File: config.mk
export PLATFORM = sky130hd
export DESIGN_NAME = lsu_top
export DESIGN_NICKNAME = d
export VERILOG_FILES = /design/src/hdl/lsu_pkg.sv /design/src/hdl/lsu_ctrl.sv /design/src/hdl/lsu_wdata_align.sv /design/src/hdl/lsu_rdata_align.sv /design/src/hdl/lsu_top.sv
export SDC_FILE = /design/constraint.sdc
export NUM_CORES = 1
export LEC_CHECK = 0
export ABC_AREA = 1
export BUFFER_PORTS_ARGS = -buffer_cell sky130_fd_sc_hd__buf_2
export CAP_MARGIN = 20
export CORE_ASPECT_RATIO = 1.1
export CORE_MARGIN = 5
export CORE_UTILIZATION = 30
export DETAILED_ROUTE_END_ITERATION = 16
export MAX_ROUTING_LAYER = met4
export PLACE_DENSITY_LB_ADDON = 0.3
export SKIP_LAST_GASP = 1
export SYNTH_ARGS = -nofsm -noshare
export SYNTH_HDL_FRONTEND = slang
export SYNTH_SLANG_ARGS = --single-unit
File: constraint.sdc
create_clock -name clk_i -period 4.95 [get_ports clk_i]
set_clock_uncertainty 0.05 [all_clocks]
set_input_delay 0.2475 -clock clk_i [delete_from_list [all_inputs] [get_ports clk_i]]
set_output_delay 0.2475 -clock clk_i [all_outputs]
set_load 0.02 [all_outputs]
File: src/hdl/lsu_pkg.sv
// load/store unit package
// widths, vector types, size and FSM encodings and the request structs
// shared by the control FSM and the two alignment datapaths
`default_nettype none

package lsu_pkg;

  //////////////////////////////
  // widths
  //////////////////////////////

  localparam int unsigned XLEN      = 32;        // data and address width
  localparam int unsigned NUM_LANES = XLEN / 8;  // byte lanes per word

  typedef logic [XLEN-1:0]                  addr_t;   // byte address
  typedef logic [XLEN-1:0]                  data_t;   // data word
  typedef logic [NUM_LANES-1:0]             be_t;     // byte enables
  typedef logic [$clog2(NUM_LANES)-1:0]     offset_t; // byte inside a word

  //////////////////////////////
  // encodings
  //////////////////////////////

  // two byte codes, as the decoder hands them over
  typedef enum logic [1:0] {
    LSU_WORD     = 2'b00,
    LSU_HALF     = 2'b01,
    LSU_BYTE     = 2'b10,
    LSU_BYTE_ALT = 2'b11
  } lsu_size_e;

  typedef enum logic [2:0] {
    LS_IDLE,
    LS_WAIT_GNT_MIS,               // first part of a split access not yet granted
    LS_WAIT_RVALID_MIS,            // first part granted, second part on the bus
    LS_WAIT_GNT,                   // last part waits for grant
    LS_WAIT_RVALID_MIS_GNTS_DONE   // both granted, first response outstanding
  } ls_state_e;

  //////////////////////////////
  // request structs
  //////////////////////////////

  typedef struct packed {
    logic      we;
    lsu_size_e size;
    logic      sign_ext;
    addr_t     addr;               // byte address from the ALU
    data_t     wdata;              // store value, byte 0 in bits 7:0
  } lsu_req_t;

  typedef struct packed {
    addr_t addr;                   // always word aligned
    logic  we;
    be_t   be;
    data_t wdata;                  // lane-rotated store data
  } bus_req_t;

  typedef struct packed {
    offset_t   offset;
    lsu_size_e size;
    logic      sign_ext;
  } ld_ctrl_t;

endpackage

`default_nettype wire

File: src/hdl/lsu_ctrl.sv
// load/store unit control
// decides whether an access splits into two word transactions, walks the
// grant/response sequence, carries the first-part error to the final
// response and keeps the last address for the trap value
`default_nettype none

module lsu_ctrl import lsu_pkg::*; (
  input  wire           clk_i,
  input  wire           rst_ni,
  input  wire           lsu_req_i,
  input  wire lsu_req_t lsu_acc_i,
  input  wire           data_gnt_i,
  input  wire           data_rvalid_i,
  input  wire           data_err_i,
  output logic          data_req_o,
  output logic          addr_incr_req_o,   // core drives addr + 4 while high
  output logic          second_part_o,
  output logic          ctrl_update_o,     // load format capture, every grant
  output ld_ctrl_t      ld_ctrl_o,
  output logic          rdata_update_o,    // first part of split load is back
  output logic          lsu_req_done_o,
  output logic          lsu_resp_valid_o,
  output logic          lsu_rdata_valid_o,
  output logic          load_err_o,
  output logic          store_err_o,
  output addr_t         addr_last_o,
  output logic          busy_o
);

  ls_state_e state_q, state_d;
  logic      second_q, second_d;          // second part is the one on the bus
  logic      err_q, err_d;                // error seen on the first part
  logic      we_q;                        // direction of the access in flight
  addr_t     addr_last_q, addr_last_d;
  addr_t     addr_next_w;                 // word address of the second part
  offset_t   offset;
  logic      split_access;
  logic      last_part;                   // a grant now ends the request phase
  logic      addr_update;
  logic      addr_second;                 // record the second-part address
  logic      final_err;

  assign offset = lsu_acc_i.addr[$clog2(NUM_LANES)-1:0];

  // misaligned word, or a halfword that runs into the next word
  assign split_access = ((lsu_acc_i.size == LSU_WORD) && (offset != '0)) ||
                        ((lsu_acc_i.size == LSU_HALF) && (offset == '1));

  // first address is always recorded at the first grant, so this holds
  // even after the core has let go of the request
  assign addr_next_w = {addr_last_q[XLEN-1:2] + 1'b1, 2'b00};

  //////////////////////////////
  // FSM
  //////////////////////////////

  always_comb begin
    state_d         = state_q;
    second_d        = second_q;
    err_d           = err_q;
    data_req_o      = 1'b0;
    addr_incr_req_o = 1'b0;
    rdata_update_o  = 1'b0;
    addr_update     = 1'b0;
    addr_second     = 1'b0;
    last_part       = 1'b0;

    unique case (state_q)
      LS_IDLE: begin
        if (lsu_req_i) begin
          data_req_o = 1'b1;
          err_d      = 1'b0;               // fresh access
          last_part  = ~split_access;
          if (data_gnt_i) begin
            addr_update = 1'b1;
            second_d    = split_access;
            state_d     = split_access ? LS_WAIT_RVALID_MIS : LS_IDLE;
          end else begin
            state_d     = split_access ? LS_WAIT_GNT_MIS : LS_WAIT_GNT;
          end
        end
      end

      LS_WAIT_GNT_MIS: begin
        data_req_o = 1'b1;                 // back-pressure on the first part
        if (data_gnt_i) begin
          addr_update = 1'b1;
          second_d    = 1'b1;
          state_d     = LS_WAIT_RVALID_MIS;
        end
      end

      LS_WAIT_RVALID_MIS: begin
        // second request goes out before the first response is back
        data_req_o      = 1'b1;
        addr_incr_req_o = 1'b1;
        last_part       = 1'b1;
        if (data_rvalid_i) begin
          err_d          = data_err_i;
          rdata_update_o = ~we_q;
          addr_update    = data_gnt_i & ~data_err_i;  // keep first failing addr
          addr_second    = 1'b1;
          second_d       = ~data_gnt_i;
          state_d        = data_gnt_i ? LS_IDLE : LS_WAIT_GNT;
        end else if (data_gnt_i) begin
          second_d = 1'b0;
          state_d  = LS_WAIT_RVALID_MIS_GNTS_DONE;
        end
      end

      LS_WAIT_GNT: begin
        data_req_o      = 1'b1;
        addr_incr_req_o = second_q;        // only for the tail of a split
        last_part       = 1'b1;
        if (data_gnt_i) begin
          addr_update = ~err_q;
          addr_second = second_q;
          second_d    = 1'b0;
          state_d     = LS_IDLE;
        end
      end

      LS_WAIT_RVALID_MIS_GNTS_DONE: begin
        // both parts granted, first response still to come
        if (data_rvalid_i) begin
          err_d          = data_err_i;
          rdata_update_o = ~we_q;
          addr_update    = ~data_err_i;
          addr_second    = 1'b1;
          state_d        = LS_IDLE;        // second response ends the access
        end
      end

      default: begin
        state_d = LS_IDLE;
      end
    endcase
  end

  assign addr_last_d = addr_second ? addr_next_w : lsu_acc_i.addr;

  always_ff @(posedge clk_i or negedge rst_ni) begin
    if (!rst_ni) begin
      state_q     <= LS_IDLE;
      second_q    <= 1'b0;
      err_q       <= 1'b0;
      we_q        <= 1'b0;
      addr_last_q <= '0;
    end else begin
      state_q  <= state_d;
      second_q <= second_d;
      err_q    <= err_d;
      if (ctrl_update_o) begin
        we_q <= lsu_acc_i.we;
      end
      if (addr_update) begin
        addr_last_q <= addr_last_d;
      end
    end
  end

  //////////////////////////////
  // outputs
  //////////////////////////////

  assign second_part_o = second_q;
  assign ctrl_update_o = data_req_o & data_gnt_i;
  assign ld_ctrl_o     = '{offset: offset, size: lsu_acc_i.size,
                           sign_ext: lsu_acc_i.sign_ext};

  assign lsu_req_done_o = data_req_o & data_gnt_i & last_part;

  // a response in idle is always the last one of its access
  assign lsu_resp_valid_o  = data_rvalid_i & (state_q == LS_IDLE);
  assign final_err         = err_q | data_err_i;
  assign lsu_rdata_valid_o = lsu_resp_valid_o & ~final_err & ~we_q;
  assign load_err_o        = lsu_resp_valid_o & final_err & ~we_q;
  assign store_err_o       = lsu_resp_valid_o & final_err & we_q;

  assign addr_last_o = addr_last_q;
  assign busy_o      = (state_q != LS_IDLE);

endmodule

`default_nettype wire

File: src/hdl/lsu_wdata_align.sv
// store-side alignment
// word address, byte enables for each size, offset and part,
// and rotation of store data into lane position
`default_nettype none

module lsu_wdata_align import lsu_pkg::*; (
  input  wire lsu_req_t lsu_acc_i,
  input  wire           second_part_i,
  output bus_req_t      bus_req_o
);

  offset_t offset;
  be_t     be;
  data_t   wdata_rot;

  assign offset = lsu_acc_i.addr[$clog2(NUM_LANES)-1:0];

  //////////////////////////////
  // byte enables
  //////////////////////////////

  always_comb begin
    unique case (lsu_acc_i.size)
      LSU_WORD: begin
        if (!second_part_i) be = {NUM_LANES{1'b1}} << offset;   // offset and up
        else                be = ~({NUM_LANES{1'b1}} << offset); // below offset
      end
      LSU_HALF: begin
        if (!second_part_i) be = be_t'(4'b0011) << offset;  // top lane only at 3
        else                be = be_t'(4'b0001);            // spill into lane 0
      end
      LSU_BYTE, LSU_BYTE_ALT: be = be_t'(4'b0001) << offset;
      default:                be = {NUM_LANES{1'b1}};
    endcase
  end

  //////////////////////////////
  // lane rotation
  //////////////////////////////

  // byte 0 lands in lane offset, the upper bytes wrap round into
  // the low lanes for the second part of a split store
  always_comb begin
    unique case (offset)
      2'd1:    wdata_rot = {lsu_acc_i.wdata[23:0], lsu_acc_i.wdata[31:24]};
      2'd2:    wdata_rot = {lsu_acc_i.wdata[15:0], lsu_acc_i.wdata[31:16]};
      2'd3:    wdata_rot = {lsu_acc_i.wdata[7:0],  lsu_acc_i.wdata[31:8]};
      default: wdata_rot = lsu_acc_i.wdata;
    endcase
  end

  assign bus_req_o.addr  = {lsu_acc_i.addr[XLEN-1:2], 2'b00};  // word aligned
  assign bus_req_o.we    = lsu_acc_i.we;
  assign bus_req_o.be    = be;
  assign bus_req_o.wdata = wdata_rot;

endmodule

`default_nettype wire

File: src/hdl/lsu_rdata_align.sv
// load-side alignment
// holds the upper bytes of the first part of a split load, joins them
// with the second response and extends the selected word, halfword or byte
`default_nettype none

module lsu_rdata_align import lsu_pkg::*; (
  input  wire           clk_i,
  input  wire           rst_ni,
  input  wire           ctrl_update_i,   // grant cycle, capture load format
  input  wire ld_ctrl_t ld_ctrl_i,
  input  wire           rdata_update_i,  // first part of a split load is back
  input  wire data_t    data_rdata_i,
  output data_t         lsu_rdata_o
);

  ld_ctrl_t        ld_ctrl_q;   // format of the load in flight
  logic [XLEN-1:8] rdata_q;     // lanes 1..3 of the first part
  data_t           rdata_w;     // word realigned across both parts
  data_t           rdata_sh;    // response shifted down to the offset
  logic [15:0]     rdata_h;
  logic [7:0]      rdata_b;

  //////////////////////////////
  // capture registers
  //////////////////////////////

  always_ff @(posedge clk_i or negedge rst_ni) begin
    if (!rst_ni) begin
      ld_ctrl_q <= '0;
    end else if (ctrl_update_i) begin
      ld_ctrl_q <= ld_ctrl_i;     // same offset for both parts
    end
  end

  // lane 0 of the first part is never part of a split load
  always_ff @(posedge clk_i) begin
    if (rdata_update_i) begin
      rdata_q <= data_rdata_i[XLEN-1:8];
    end
  end

  //////////////////////////////
  // realignment
  //////////////////////////////

  // misaligned word, low bytes from the first part
  always_comb begin
    unique case (ld_ctrl_q.offset)
      2'd1:    rdata_w = {data_rdata_i[7:0],  rdata_q[31:8]};
      2'd2:    rdata_w = {data_rdata_i[15:0], rdata_q[31:16]};
      2'd3:    rdata_w = {data_rdata_i[23:0], rdata_q[31:24]};
      default: rdata_w = data_rdata_i;
    endcase
  end

  assign rdata_sh = data_rdata_i >> {ld_ctrl_q.offset, 3'b000};

  // halfword at offset 3 is the only one that spans two words
  assign rdata_h = (ld_ctrl_q.offset == 2'd3) ? rdata_w[15:0] : rdata_sh[15:0];
  assign rdata_b = rdata_sh[7:0];

  //////////////////////////////
  // extension
  //////////////////////////////

  always_comb begin
    unique case (ld_ctrl_q.size)
      LSU_WORD: begin
        lsu_rdata_o = rdata_w;
      end
      LSU_HALF: begin
        lsu_rdata_o = {{(XLEN-16){ld_ctrl_q.sign_ext & rdata_h[15]}}, rdata_h};
      end
      LSU_BYTE, LSU_BYTE_ALT: begin
        lsu_rdata_o = {{(XLEN-8){ld_ctrl_q.sign_ext & rdata_b[7]}}, rdata_b};
      end
      default: begin
        lsu_rdata_o = rdata_w;
      end
    endcase
  end

endmodule

`default_nettype wire

File: src/hdl/lsu_top.sv
// load/store unit top level
// joins the control FSM with the store and load alignment paths
// between the core execute stage and the data bus
`default_nettype none

module lsu_top import lsu_pkg::*; (
  input  wire           clk_i,
  input  wire           rst_ni,
  // core side
  input  wire           lsu_req_i,
  input  wire lsu_req_t lsu_acc_i,
  output logic          lsu_req_done_o,
  output logic          lsu_resp_valid_o,
  output logic          lsu_rdata_valid_o,
  output data_t         lsu_rdata_o,
  output logic          addr_incr_req_o,
  output addr_t         addr_last_o,      // trap value
  output logic          load_err_o,
  output logic          store_err_o,
  output logic          busy_o,
  // data bus
  output logic          data_req_o,
  output bus_req_t      data_req_fields_o,
  input  wire           data_gnt_i,
  input  wire           data_rvalid_i,
  input  wire           data_err_i,
  input  wire data_t    data_rdata_i
);

  logic     second_part;
  logic     ctrl_update;
  ld_ctrl_t ld_ctrl;
  logic     rdata_update;

  lsu_ctrl u_lsu_ctrl (
    .clk_i             (clk_i),
    .rst_ni            (rst_ni),
    .lsu_req_i         (lsu_req_i),
    .lsu_acc_i         (lsu_acc_i),
    .data_gnt_i        (data_gnt_i),
    .data_rvalid_i     (data_rvalid_i),
    .data_err_i        (data_err_i),
    .data_req_o        (data_req_o),
    .addr_incr_req_o   (addr_incr_req_o),
    .second_part_o     (second_part),
    .ctrl_update_o     (ctrl_update),
    .ld_ctrl_o         (ld_ctrl),
    .rdata_update_o    (rdata_update),
    .lsu_req_done_o    (lsu_req_done_o),
    .lsu_resp_valid_o  (lsu_resp_valid_o),
    .lsu_rdata_valid_o (lsu_rdata_valid_o),
    .load_err_o        (load_err_o),
    .store_err_o       (store_err_o),
    .addr_last_o       (addr_last_o),
    .busy_o            (busy_o)
  );

  // bus request fields are combinational from the held core access
  lsu_wdata_align u_lsu_wdata_align (
    .lsu_acc_i     (lsu_acc_i),
    .second_part_i (second_part),
    .bus_req_o     (data_req_fields_o)
  );

  lsu_rdata_align u_lsu_rdata_align (
    .clk_i          (clk_i),
    .rst_ni         (rst_ni),
    .ctrl_update_i  (ctrl_update),
    .ld_ctrl_i      (ld_ctrl),
    .rdata_update_i (rdata_update),
    .data_rdata_i   (data_rdata_i),
    .lsu_rdata_o    (lsu_rdata_o)
  );

endmodule

`default_nettype wire

==> flow_summary.html <==
<table>
<tr><th>Metric</th><th>Value</th></tr>
<tr><th colspan="2">Status</th></tr>
<tr><td>Outcome</td><td>complete, no violations</td></tr>
<tr><th colspan="2">Die</th></tr>
<tr><td>Area of the core region</td><td>22100 um2</td></tr>
<tr><td>Starting utilization of the core area</td><td>30.4%</td></tr>
<tr><td>Area enclosed by the die boundary</td><td>25500 um2</td></tr>
<tr><td>Die width</td><td>153 um</td></tr>
<tr><td>Total number of placement rows</td><td>57</td></tr>
<tr><td>IO Pins</td><td>247</td></tr>
<tr><td>Overall die height</td><td>167 um</td></tr>
<tr><th colspan="2">Layout</th></tr>
<tr><td>Final cell area excluding filler cells</td><td>8170 um2</td></tr>
<tr><td>Area Growth Syn to Fin</td><td>21.6%</td></tr>
<tr><td>Final #Nets</td><td>1368</td></tr>
<tr><td>Layout cells sized above 1</td><td>23.1%</td></tr>
<tr><th colspan="2">Timing</th></tr>
<tr><td>Peak Freq</td><td>265 MHz</td></tr>
<tr><td>Setup total negative slack</td><td>0 ns</td></tr>
<tr><td>Transition time at the pin with the least slew margin</td><td>0.966 ns</td></tr>
<tr><td>Clock period minus final worst setup slack</td><td>3.78 ns</td></tr>
<tr><td>Final critical-path share of the clock period</td><td>76.4%</td></tr>
<tr><td>Setup WS post-layout</td><td>1.17 ns</td></tr>
<tr><td>Number of max-slew violations in the final report</td><td>0</td></tr>
<tr><td>Number of failing setup endpoints in the final timing report</td><td>0</td></tr>
<tr><td>Unrepaired setup endpoints after global routing</td><td>false</td></tr>
<tr><td>Final hold viol count</td><td>0</td></tr>
<tr><td>Worst hold slack</td><td>0.0549 ns</td></tr>
<tr><td>Rel. slew slack</td><td>35.4%</td></tr>
<tr><th colspan="2">Route</th></tr>
<tr><td>Remaining antenna violation count</td><td>0</td></tr>
<tr><td>Number of vias per cell after detailed routing</td><td>5.11</td></tr>
<tr><td>Detailed-routing iteration count for the pre-antenna-repair pass</td><td>5</td></tr>
<tr><td>Starting DRT DRC Count</td><td>586</td></tr>
<tr><td>Final WL</td><td>24700 um</td></tr>
<tr><td>Routed length per placed instance</td><td>15.9 um</td></tr>
<tr><td>DRC viols</td><td>0</td></tr>
<tr><td>Total number of vias</td><td>7963</td></tr>
<tr><th colspan="2">Setup path</th></tr>
<tr><td>Largest fanout on the critical path</td><td>26</td></tr>
<tr><td>Reg2Reg Launch Point</td><td>u_lsu_ctrl.state_q[2]</td></tr>
<tr><td>Crit Path Category</td><td>reg2out</td></tr>
<tr><td>Worst-case reg-to-reg path depth</td><td>9</td></tr>
<tr><td>Data arrival at the endpoint of the critical path</td><td>3.48 ns</td></tr>
<tr><td>Nature of the critical path startpoint</td><td>flip-flop</td></tr>
<tr><td>Critical path data required time</td><td>4.65 ns</td></tr>
<tr><td>Capturing element type of the critical path</td><td>output port</td></tr>
<tr><td>Endpoint of the worst register-to-register path</td><td>u_lsu_ctrl.addr_last_o[4]</td></tr>
<tr><td>Setup slack, reg-to-reg</td><td>2.64 ns</td></tr>
<tr><th colspan="2">Synthesis</th></tr>
<tr><td>#FFs+latches synth</td><td>67</td></tr>
<tr><td>Post-Syn Instances</td><td>1079</td></tr>
<tr><td>Yosys Warn Count</td><td>0</td></tr>
<tr><td>Number of distinct library cells after synthesis</td><td>41</td></tr>
<tr><td>Average instance area after synthesis</td><td>6.22 um2</td></tr>
<tr><td>Ranking of synthesized cells by area</td><td>nand2_1 (18%), dfrtp_1 (16%), edfxtp_1 (11%)</td></tr>
<tr><td>Fraction of post-synthesis cell area in the top cell type by area</td><td>17.9%</td></tr>
<tr><td>Largest area contributor in the synthesized netlist</td><td>nand2_1</td></tr>
<tr><td>Proportion of synthesized chip area in sequential cells</td><td>26.8%</td></tr>
<tr><td>Post-synthesis cell area</td><td>6720 um2</td></tr>
<tr><th colspan="2">Pwr</th></tr>
<tr><td>Power Dens Cells</td><td>580 nW/um2</td></tr>
<tr><td>Reported net switching power</td><td>2620 uW</td></tr>
<tr><td>Clock power frac</td><td>14.2%</td></tr>
<tr><td>Share of total power in combinational logic</td><td>63.4%</td></tr>
<tr><td>Leakage power</td><td>0.00422 uW</td></tr>
<tr><td>Internal Dissipation</td><td>2110 uW</td></tr>
<tr><td>Switching share of total power</td><td>55.4%</td></tr>
<tr><td>Worst vdd ir</td><td>228 uV</td></tr>
<tr><td>Sequential fraction of design power</td><td>22.4%</td></tr>
<tr><th colspan="2">Placed design</th></tr>
<tr><td>Final weighted congestion in routability-driven placement</td><td>0.903</td></tr>
<tr><td>HPWL after detailed placement</td><td>18400 um</td></tr>
<tr><td>Post-DP Area</td><td>7830 um2</td></tr>
<tr><td>Pre-CTS setup slack</td><td>1.59 ns</td></tr>
<tr><td>Port Buffer Count</td><td>244</td></tr>
<tr><th colspan="2">Clocking</th></tr>
<tr><td>Cts repair resizes</td><td>0</td></tr>
<tr><td>Clock tree from TritonCTS</td><td>built</td></tr>
<tr><td>Clk sinks</td><td>67</td></tr>
<tr><td>Number of post-CTS setup repair buffers</td><td>0</td></tr>
<tr><td>Buffer type at the clock tree root</td><td>clkbuf_16</td></tr>
<tr><td>Number of H-tree branching levels</td><td>3</td></tr>
<tr><td>Later-pin clock latency in the skew report</td><td>0.34 ns</td></tr>
<tr><td>Max clock buf depth</td><td>2</td></tr>
<tr><td>Number of CTS-inserted buffers</td><td>9</td></tr>
<tr><td>Clock slew at the register clock pins of the worst setup and hold paths</td><td>0.06 ns</td></tr>
<tr><th colspan="2">Min path</th></tr>
<tr><td>Worst Hold Path EP</td><td>u_lsu_rdata_align.rdata_q[8]</td></tr>
<tr><td>Class of the tightest hold or removal check</td><td>in2reg</td></tr>
<tr><td>Worst Hold Launch</td><td>data_rdata_i[8]</td></tr>
<tr><td>Number of cells on the worst hold path</td><td>1</td></tr>
<tr><th colspan="2">Global route</th></tr>
<tr><td>Gr usage total</td><td>19.2%</td></tr>
<tr><td>Number of antenna violations at the first check in global routing</td><td>3</td></tr>
<tr><td>Global-route wire length before repair</td><td>39800 um</td></tr>
<tr><td>Overflow left after global routing</td><td>0</td></tr>
<tr><td>Largest net degree at the start of global routing</td><td>44</td></tr>
<tr><td>Vias in the first global route</td><td>7597</td></tr>
<tr><th colspan="2">Flow run</th></tr>
<tr><td>Max_cap viols</td><td>0</td></tr>
</table>
-- critical path, stage by stage (launching register included) --
cell and delay (ns):
dfrtp_1 0.53, inv_1 0.50, nand2_1 0.73, inv_2 0.30
nand2_1 0.08, nand4_1 0.13, nand3_2 0.43, o211ai_1 0.25
buf_2 0.20
-- final cells by class --
type / instances / area (um2)
fillers: 2484 / 13900
multi-input cells: 774 / 3820
flip-flops and latches: 67 / 1800
repair buffers: 252 / 1310
inverters: 150 / 566
well taps: 295 / 369
clock buffers: 10 / 239
clock inverters: 6 / 63.8
diodes: 3 / 7.51
-- cell usage after synthesis, drive strengths merged --
cell and n:
nor2 79, nand3 91, nor3 2, dfrtp 43, a221oi 32, o221ai 14, or2 6, o2111ai 3
edfxtp 24, ha 8, a21oi 47, nand3b 8, clkinv 1, mux2 1, buf 64, xor2 2
o21ai 101, o31ai 2, nor4 1, conb 1, o22ai 24, clkbuf 25, o211ai 14, nand2 326
xnor2 4, a31oi 1, nand4 5, inv 149, a211oi 1
-- worst max-delay path by stage --
stage	start	depth (start not counted)	slack, ns	endpoint
final	u_lsu_rdata_align.ld_ctrl_q[4]	8	1.17	lsu_rdata_o[14]
after global routing	u_lsu_rdata_align.ld_ctrl_q[4]	8	0.84	lsu_rdata_o[30]
after CTS	u_lsu_rdata_align.ld_ctrl_q[4]	8	1.23	lsu_rdata_o[14]
after detailed placement	u_lsu_rdata_align.ld_ctrl_q[4]	8	1.59	lsu_rdata_o[14]
after global placement	u_lsu_rdata_align.ld_ctrl_q[4]	8	1.78	lsu_rdata_o[13]
after floorplan	u_lsu_ctrl.state_q[0]	6	2.50	u_lsu_rdata_align.rdata_q[10]
-- layout by cell type, fill, tap and decap left out, types with 4 or more instances in the layout --
cell | netlist | routed
a21oi_1 | 47 | 47
a221oi_1 | 32 | 32
buf_2 | 18 | 244
buf_4 | 40 | 5
clkbuf_16 | 0 | 9
dfrtp_1 | 43 | 43
edfxtp_1 | 24 | 24
ha_1 | 8 | 8
inv_1 | 140 | 140
inv_2 | 8 | 8
nand2_1 | 321 | 321
nand3_1 | 88 | 88
nand3b_1 | 8 | 8
nand4_1 | 4 | 4
nor2_1 | 75 | 74
nor2_2 | 3 | 4
o211ai_1 | 14 | 14
o21ai_0 | 94 | 94
o21ai_1 | 7 | 7
o221ai_1 | 14 | 14
o22ai_1 | 24 | 24
or2_0 | 6 | 6
xnor2_1 | 4 | 4
-- power groups by stage --
stage,clock [uW],combinational [uW],sequential [uW]
2_1_floorplan,0,2050,1120
3_3_place_gp,0,2980,1070
4_1_cts,697,3010,1060
6_report,673,3010,1060
5_1_grt,717,3350,1100
3_5_place_dp,0,3000,1070
-- through the flow --
stage	power [uW]	util (%)	instances
finish	4740	36.9	1557
detailed placement	4070	35.4	1536
CTS	4770	36.8	1553
floorplan	3170	-	1080
global placement	4050	35.3	1535
global route	5170	36.9	1557
-- logic make-up after synthesis --
| group | share of synthesized area [%] |
|---|---|
| simple gates | 32.6 |
| compound gates | 21.6 |
| buf+inv | 16.5 |
| flops | 26.8 |
| fa+ha+maj | 1.49 |
| xor+xnor | 0.782 |
| other cells | 0.0558 |
| mux | 0.168 |
-- metal layers --
metal | track usage [%] | vias up | routed length, um
met1 | 25.4 | 3661 | 11100
met3 | 2.91 | 43 | 1710
met5 | - | - | 0
li1 | - | 3908 | -
met4 | 6.55 | 0 | 582
met2 | 30.1 | 351 | 11300
-- registers in the layout, indices dropped and copies added, names as in the netlist --
register,flops
u_lsu_ctrl.addr_last_o,32
u_lsu_ctrl.err_q,1
u_lsu_ctrl.second_part_o,1
u_lsu_ctrl.state_q,3
u_lsu_ctrl.we_q,1
u_lsu_rdata_align.ld_ctrl_q,5
u_lsu_rdata_align.rdata_q,24
-- what timing repair did --
action                     CTS  global route
hold buffers                 1             0
setup endpoints to repair    0             0
hold endpoints to repair    43             0
Power figures use the tool's default switching activity.
